$ cat config.mk
export PLATFORM = sky130hd
export DESIGN_NAME = core_glue_top
export DESIGN_NICKNAME = d
export VERILOG_FILES = /design/src/design/core_out_pkg.sv /design/src/design/core_glue_top.sv /design/src/design/video_encode_stage.sv /design/src/design/video_edge_stage.sv /design/src/design/cpu_phase_gen.sv
export SDC_FILE = /design/constraint.sdc
export NUM_CORES = 1
export LEC_CHECK = 0
export BUFFER_PORTS_ARGS = -buffer_cell sky130_fd_sc_hd__buf_2
export CAP_MARGIN = 25
export CORE_MARGIN = 3
export CORE_UTILIZATION = 56
export DETAILED_ROUTE_END_ITERATION = 10
export GPL_TIMING_DRIVEN = 0
export PLACE_DENSITY = 0.84
export SYNTH_ARGS = -nofsm -noshare
export SYNTH_HDL_FRONTEND = slang
export SYNTH_HIERARCHICAL = 1
export SYNTH_SLANG_ARGS = --single-unit
$ cat constraint.sdc
create_clock -name clk_114 -period 2.8 [get_ports clk_114]
set_clock_uncertainty 0.05 [all_clocks]
set_input_delay 0.56 -clock clk_114 [delete_from_list [all_inputs] [get_ports clk_114]]
set_output_delay 0.56 -clock clk_114 [all_outputs]
set_load 0.005 [all_outputs]
$ cat src/design/core_out_pkg.sv
////////////////////////////////////////////////////////////
// shared types and constants for the core glue logic
// everything lives in the clk_114 domain
// bit positions assume the scaler info word format
////////////////////////////////////////////////////////////

package core_out_pkg;

	localparam int DIV_W = 4;                // phase divider width
	localparam int RGB_W = 24;               // 8 bits per colour
	localparam int RES_W = 2;                // chipset hres code

	typedef logic [DIV_W-1:0] div_t;
	typedef logic [RGB_W-1:0] rgb_t;
	typedef logic [RES_W-1:0] res_t;

	localparam div_t DIV_ALIGN = 4'd3;       // loaded on c1 rising edge
	localparam logic [1:0] PH2_SLOT = 2'd0;  // div[3:2] slot for ph2
	localparam logic [1:0] PH1_SLOT = 2'd2;  // div[3:2] slot for ph1

	// info word and resolution word layout
	localparam int LACE_BIT = 1;
	localparam int FIELD_BIT = 2;            // lace and field1
	localparam int RES_LSB = 16;             // res code at 17:16

	typedef struct packed {
		logic ram_sel;                       // cpu wants ram
		logic ram_ready;                     // ram access done
		logic cpu_type;                      // fast cpu selected
	} ram_ctl_t;

	typedef struct packed {
		logic hs;                            // active low
		logic vs;                            // active low
		logic hblank;
		logic lace;
		logic field1;
		res_t res;
		rgb_t rgb;
	} chip_video_t;

	typedef struct packed {
		logic hs_fall;
		logic vs_fall;
		logic hblank_rise;
		logic blank;                         // sampled hblank
		logic lace_field;                    // field1 and lace
		logic lace;
		res_t res;
		rgb_t rgb;
	} edge_flags_t;

	typedef struct packed {
		rgb_t rgb;
		logic de;
		logic vs;
		logic hs;
	} scaler_video_t;

endpackage
$ cat src/design/core_glue_top.sv
////////////////////////////////////////////////////////////
// glue top, phase generator beside a two stage video path
// all ports synchronous to clk_114, no back pressure
////////////////////////////////////////////////////////////

`timescale 1ns/1ps

module core_glue_top (
	input  logic                       clk_114,
	input  logic                       cpu_rst,      // sync, active low
	input  logic                       c1,
	input  core_out_pkg::ram_ctl_t     ram_ctl,
	input  logic                       pix_en,
	input  core_out_pkg::chip_video_t  chip_video,
	output logic                       cyc,
	output logic                       cpu_ph1,
	output logic                       cpu_ph2,
	output logic                       ram_cs,
	output core_out_pkg::scaler_video_t scaler_video
);

	import core_out_pkg::*;

	edge_flags_t edge_flags;                   // stage 1 to stage 2

	cpu_phase_gen u_phase (
		.clk_114 (clk_114),
		.cpu_rst (cpu_rst),
		.c1      (c1),
		.ram_ctl (ram_ctl),
		.cyc     (cyc),
		.cpu_ph1 (cpu_ph1),
		.cpu_ph2 (cpu_ph2),
		.ram_cs  (ram_cs)
	);

	video_edge_stage u_edge (
		.clk_114    (clk_114),
		.cpu_rst    (cpu_rst),
		.pix_en     (pix_en),
		.chip_video (chip_video),
		.edge_flags (edge_flags)
	);

	video_encode_stage u_encode (
		.clk_114      (clk_114),
		.cpu_rst      (cpu_rst),
		.pix_en       (pix_en),
		.edge_flags   (edge_flags),
		.scaler_video (scaler_video)
	);

endmodule

$ cat src/design/video_encode_stage.sv
////////////////////////////////////////////////////////////
// video stage 2, builds the scaler output word
// priority is vsync info word, active pixel, then res word
// outputs change on pix_en only
////////////////////////////////////////////////////////////

`timescale 1ns/1ps

module video_encode_stage (
	input  logic                       clk_114,
	input  logic                       cpu_rst,
	input  logic                       pix_en,
	input  core_out_pkg::edge_flags_t  edge_flags,
	output core_out_pkg::scaler_video_t scaler_video
);

	import core_out_pkg::*;

	rgb_t info_word;                           // sent with vs pulse
	rgb_t res_word;                            // sent at line end
	scaler_video_t video_nxt;

	////////////////////////////////////////////////////////////
	// side band words
	////////////////////////////////////////////////////////////

	always_comb begin
		info_word = '0;
		info_word[LACE_BIT] = edge_flags.lace;
		info_word[FIELD_BIT] = edge_flags.lace_field;
	end

	always_comb begin
		res_word = '0;
		res_word[RES_LSB +: RES_W] = edge_flags.res;   // 0..3 at 17:16
	end

	////////////////////////////////////////////////////////////
	// priority select
	////////////////////////////////////////////////////////////

	always_comb begin
		video_nxt = '0;                        // default all low
		video_nxt.hs = edge_flags.hs_fall;     // one strobe wide
		if (edge_flags.vs_fall) begin
			// frame start carries interlace info
			video_nxt.vs = 1'b1;
			video_nxt.rgb = info_word;
		end else if (!edge_flags.blank) begin
			video_nxt.rgb = edge_flags.rgb;
			video_nxt.de = 1'b1;
		end else if (edge_flags.hblank_rise) begin
			video_nxt.rgb = res_word;          // first blanked pixel
		end
	end

	always_ff @(posedge clk_114) begin
		if (!cpu_rst)
			scaler_video <= '0;
		else if (pix_en)
			scaler_video <= video_nxt;
	end

	// scaler reads rgb as info word under vs, never as a pixel
	a_de_vs_excl : assert property (@(posedge clk_114) disable iff (!cpu_rst)
		!(scaler_video.de && scaler_video.vs))
		else $error("de and vs high together");

endmodule

$ cat src/design/video_edge_stage.sv
////////////////////////////////////////////////////////////
// video stage 1, samples chipset video on pix_en
// syncs are active low, edges are seen between strobes only
// a sync shorter than one strobe period can be missed
////////////////////////////////////////////////////////////

`timescale 1ns/1ps

module video_edge_stage (
	input  logic                     clk_114,
	input  logic                     cpu_rst,
	input  logic                     pix_en,      // pixel strobe
	input  core_out_pkg::chip_video_t chip_video,
	output core_out_pkg::edge_flags_t edge_flags
);

	import core_out_pkg::*;

	logic hs_prev;                             // last sampled hs
	logic vs_prev;                             // last sampled vs
	logic blank_prev;                          // last sampled hblank
	edge_flags_t flags_nxt;

	// edge detect against the previous strobe
	always_comb begin
		flags_nxt = '0;
		flags_nxt.hs_fall = hs_prev & ~chip_video.hs;
		flags_nxt.vs_fall = vs_prev & ~chip_video.vs;
		flags_nxt.hblank_rise = ~blank_prev & chip_video.hblank;
		flags_nxt.blank = chip_video.hblank;
		flags_nxt.lace_field = chip_video.lace & chip_video.field1;
		flags_nxt.lace = chip_video.lace;
		flags_nxt.res = chip_video.res;
		flags_nxt.rgb = chip_video.rgb;    // pixel rides along
	end

	// idle levels, so the first strobe sees no edge
	always_ff @(posedge clk_114) begin
		if (!cpu_rst) begin
			hs_prev <= 1'b1;
			vs_prev <= 1'b1;
			blank_prev <= 1'b0;
		end else if (pix_en) begin
			hs_prev <= chip_video.hs;
			vs_prev <= chip_video.vs;
			blank_prev <= chip_video.hblank;
		end
	end

	always_ff @(posedge clk_114) begin
		if (!cpu_rst)
			edge_flags <= '0;
		else if (pix_en)
			edge_flags <= flags_nxt;           // held between strobes
	end

endmodule

$ cat src/design/cpu_phase_gen.sv
////////////////////////////////////////////////////////////
// cpu bus phase generator, 16 clk_114 cycles per cpu cycle
// c1 must be synchronous to clk_114
// ram_ctl is registered once, ram_cs lags its inputs by one clock
////////////////////////////////////////////////////////////

`timescale 1ns/1ps

module cpu_phase_gen (
	input  logic                  clk_114,
	input  logic                  cpu_rst,     // sync, active low
	input  logic                  c1,          // chipset phase
	input  core_out_pkg::ram_ctl_t ram_ctl,
	output logic                  cyc,         // memory slot strobe
	output logic                  cpu_ph1,
	output logic                  cpu_ph2,
	output logic                  ram_cs
);

	import core_out_pkg::*;

	div_t div;                                 // phase counter
	logic c1d;                                 // c1 one clock late
	logic c1_rise;
	logic ph_update;                           // low bits at 2
	logic ram_gate;

	assign c1_rise = c1 & ~c1d;
	assign ph_update = (div[1:0] == 2'd2);
	// fast cpu with a ready access in this slot drops the select
	assign ram_gate = ram_ctl.ram_ready & cyc & ram_ctl.cpu_type;

	////////////////////////////////////////////////////////////
	// divider and c1 realignment
	////////////////////////////////////////////////////////////

	always_ff @(posedge clk_114) begin
		if (!cpu_rst) begin
			c1d <= 1'b0;
			div <= '0;
		end else begin
			c1d <= c1;
			if (c1_rise)
				div <= DIV_ALIGN;              // snap to chipset phase
			else
				div <= div + div_t'(1);
		end
	end

	////////////////////////////////////////////////////////////
	// slot strobe and phase pulses
	////////////////////////////////////////////////////////////

	always_ff @(posedge clk_114) begin
		if (!cpu_rst) begin
			cyc <= 1'b0;
			cpu_ph1 <= 1'b0;
			cpu_ph2 <= 1'b0;
		end else begin
			cyc <= (div[1:0] == 2'd0);         // every 4th clock
			if (ph_update) begin
				// both clear, at most one sets again
				cpu_ph1 <= (div[3:2] == PH1_SLOT);
				cpu_ph2 <= (div[3:2] == PH2_SLOT);
			end
		end
	end

	always_ff @(posedge clk_114) begin
		if (!cpu_rst)
			ram_cs <= 1'b0;
		else
			ram_cs <= ram_ctl.ram_sel & ~ram_gate;
	end

	// cpu sees ph1 and ph2 as two separate phases
	a_ph_exclusive : assert property (@(posedge clk_114) disable iff (!cpu_rst)
		!(cpu_ph1 && cpu_ph2))
		else $error("cpu_ph1 and cpu_ph2 high together");

endmodule

==> impl_metrics.py <==
metrics = {
    "layout": {
        "regArea_sq_mm": 0.00140,
        "fillers": 357,
        "layout-drive-gt1-share_pct": 29.2,
        "final_cells": 377,
        "multi_input_area_sq_mm": 0.00114,
        "nNetsFinal": 362,
        "areaGrowthSynthToFinish_pct": 21.9,
        "final_area_sq_mm": 0.00328,
        "fin_util_pct": 72.8,
        "n_antenna_cell": 0,
    },
    "worst_setup_path": {
        "critPathRequiredTime_ps": 2190,
        "reg2reg_depth": 3,
        "r2r-end": "u_encode/scaler_video[19]$_SDFFE_PN0P_",
        "slowest_stage": "dfxtp_1",
        "crit_type": "reg2out",
        "crit_chain": "buf_2",
        "cp_top_family": "flip-flops",
        "startpoint": "u_encode/scaler_video[23]$_SDFFE_PN0P_",
        "cp_data_arrival_time_ps": 810,
        "rrSetupSlack_ps": 1450,
        "r2r_start": "u_edge/edge_flags[30]$_SDFFE_PN0P_",
        "endpoint_kind": "primary output",
        "startpoint_type": "flop",
        "critPathMaxStageDelay_ps": 350,
        "crit_path_max_fanout": 2,
        "critPathBufInv": 1,
    },
    "routing": {
        "firstDrtPassIters": 7,
        "drt-total-wl_microns": 5440,
        "num_vias": 1988,
        "avgViaCountPerCell": 5.27,
        "drc_errors": 0,
        "wl_per_cell_microns": 14.4,
        "drtIter0Drc": 108,
        "drtAntennaViolNets": 0,
    },
    "sta": {
        "fmax_ghz": 0.704,
        "final_max_slew_viol_count": 0,
        "worst_pin_slew_ps": 403,
        "grt_setup_unrepaired": "no",
        "post-route-min-period_ps": 1420,
        "min_period_over_period_pct": 50.7,
        "setup_tns_ps": 0,
        "max-slew-margin-rel_pct": 73.1,
        "finalHoldViolations": 0,
        "setup_viol": 0,
    },
    "power": {
        "power_w": 0.00206,
        "p_per_area_mw_per_mm2": 629,
        "p_leak_nw": 1.49,
        "ir_worst_vdd_mv": 0.519,
    },
    "place": {
        "hpwl_microns": 3820,
        "gp_congestion": 0.751,
        "placed_cells": 362,
        "dpl_cell_area_sq_mm": 0.00309,
        "portBuffers": 67,
    },
    "logic_synthesis": {
        "yosysWarnings": 6,
        "ys_types": 29,
        "synth_fp_nets": 284,
        "ys_ff_latch": 70,
        "synth_seq_area_share_pct": 52.1,
        "synth_cells": 243,
        "synth_area_per_cell_sq_um": 11.1,
        "synth.cell_area_sq_mm": 0.00269,
    },
    "floorplanning": {
        "core_area_sq_mm": 0.00450,
        "start_util_pct": 59.7,
        "rows": 24,
        "fp.dieW_microns": 75.3,
        "die-area_sq_mm": 0.00567,
        "io_pins": 69,
        "die_h_microns": 75.3,
    },
    "clock_tree": {
        "cts_buffer_depth": 2,
        "hold_buffers": 0,
        "cts_sinks": 70,
        "cts_root_buf": "clkbuf_8",
        "post_cts_buffers": 0,
        "clkSlewWorstSetupHoldPaths_ps": 70,
        "cts_resized": 0,
        "htreeDepth": 3,
        "cts_made_buffers": 9,
        "cts_tree": "built",
        "clk_latency_ps": 340,
    },
    "grt": {
        "first_global_vias": 1844,
        "grt_overflow_total": 0,
        "antenna_found_initial": 0,
        "grt_pass1_wl_microns": 8560,
        "grtUsageTotal_pct": 20.6,
        "grt_start_max_net_pins": 20,
    },
    "outcome": {
        "status": "finished, final reports clean",
    },
    "hold_path": {
        "min-delay-start": "ram_ctl[1]",
        "worstHoldPathCells": 2,
        "hold_class": "in2reg",
        "hold_path_end": "u_phase/ram_cs$_SDFF_PN0_",
    },
    "job": {
        "maxCapViolCount": 0,
    },
}
==> per-stage QoR <==
| step | worst slack (ps) | hold WS [ps] |
|---|---|---|
| floorplan | 1430 | 386 |
| global route | 1300 | 353 |
| finish | 1380 | 363 |
| CTS | 1360 | 345 |
| detailed placement | 1120 | 380 |
| global placement | 1120 | 361 |
==> Yosys cell counts <==
| library cell | count | area share [%] |
|---|---|---|
| a21boi_0 | 3 | 0.84 |
| a21oi_1 | 3 | 0.56 |
| a222oi_1 | 2 | 0.74 |
| a22oi_1 | 22 | 6.1 |
| a31oi_1 | 1 | 0.23 |
| and2_1 | 2 | 0.47 |
| and4b_2 | 1 | 0.42 |
| buf_2 | 2 | 0.37 |
| buf_4 | 3 | 0.84 |
| buf_6 | 4 | 1.7 |
| buf_8 | 1 | 0.56 |
| clkbuf_1 | 4 | 0.56 |
| clkbuf_8 | 2 | 1.0 |
| dfxtp_1 | 70 | 52 |
| ha_1 | 3 | 1.4 |
| inv_1 | 4 | 0.56 |
| mux2i_1 | 33 | 12 |
| nand2_1 | 8 | 1.1 |
| nand2b_1 | 2 | 0.47 |
| nand3_1 | 1 | 0.19 |
| nand3b_1 | 5 | 1.4 |
| nand4_1 | 1 | 0.23 |
| nand4b_1 | 3 | 0.98 |
| nor2_1 | 4 | 0.56 |
| nor2b_1 | 54 | 13 |
| nor3b_4 | 1 | 0.70 |
| o21ai_0 | 2 | 0.37 |
| xnor2_1 | 1 | 0.33 |
| xor2_1 | 1 | 0.33 |
==> worst max path at each step <==
| stage | end | cells past startpoint | slack [ps] |
|---|---|---|---|
| floorplan | u_encode/scaler_video[19]$_SDFFE_PN0P_ | 4 | 1430 |
| global placement | u_edge/edge_flags[16]$_SDFFE_PN0P_ | 4 | 1120 |
| detailed placement | u_edge/edge_flags[16]$_SDFFE_PN0P_ | 4 | 1120 |
| CTS | scaler_video[23] | 1 | 1360 |
| global route | u_edge/edge_flags[13]$_SDFFE_PN0P_ | 4 | 1300 |
| finish | scaler_video[23] | 1 | 1380 |
==> placed cells by master (no fill, tap or decap), drive strengths merged, types with 2 or more instances in the layout <==
master	Yosys	routed
clkbuf	6	17
mux2i	33	33
dfxtp	70	70
inv	4	4
ha	3	3
nand3b	5	5
o21ai	2	2
nor2	4	4
nand2b	2	2
a22oi	22	22
a21oi	3	3
clkinv	0	2
buf	10	77
nand2	8	8
nand4b	3	3
nor2b	54	54
a222oi	2	2
a21boi	3	3
and2	2	2
==> sequential cells by signal (all words and copies together), names as in the netlist <==
| name | flops |
|---|---|
| u_edge/edge_flags | 32 |
| u_edge/hs_prev | 1 |
| u_edge/vs_prev | 1 |
| u_encode/scaler_video | 27 |
| u_phase/c1d | 1 |
| u_phase/cpu_ph1 | 1 |
| u_phase/cpu_ph2 | 1 |
| u_phase/cyc | 1 |
| u_phase/div | 4 |
| u_phase/ram_cs | 1 |
==> cell type report <==
| cell class | instances | share of cell area (%) |
|---|---|---|
| plain buffers | 16 | 4.12 |
| well taps | 52 | 1.98 |
| inverters | 4 | 0.458 |
| repair buffers | 67 | 10.2 |
| multi-input cells | 153 | 34.7 |
| clock inverters | 4 | 1.45 |
| flip-flops and latches | 70 | 42.7 |
| clock buffers | 11 | 4.31 |
==> per-layer routing <==
layer / track usage, % / vias up / share of wire, %
li1: - / 993 / -
met1: 24.9 / 930 / 42
met2: 33.1 / 56 / 50
met3: 6.73 / 9 / 6.3
met4: 9.90 / 0 / 1.7
met5: 0 / - / 0
==> cell families after synthesis <==
family / share of synthesized area, %
buf+inv: 5.58
simple gates: 19.1
flops: 52.1
mux: 12.3
fa+ha+maj: 1.40
xor+xnor: 0.652
compound gates: 8.89
==> where the power goes <==
group          switching (W)  internal, W  leakage (nW)
clock network       0.000354     0.000428        0.0952
registers          0.0000276      0.00105         0.574
logic              0.0000957     0.000110         0.817
No activity file was read; power rests on OpenSTA's default activity.
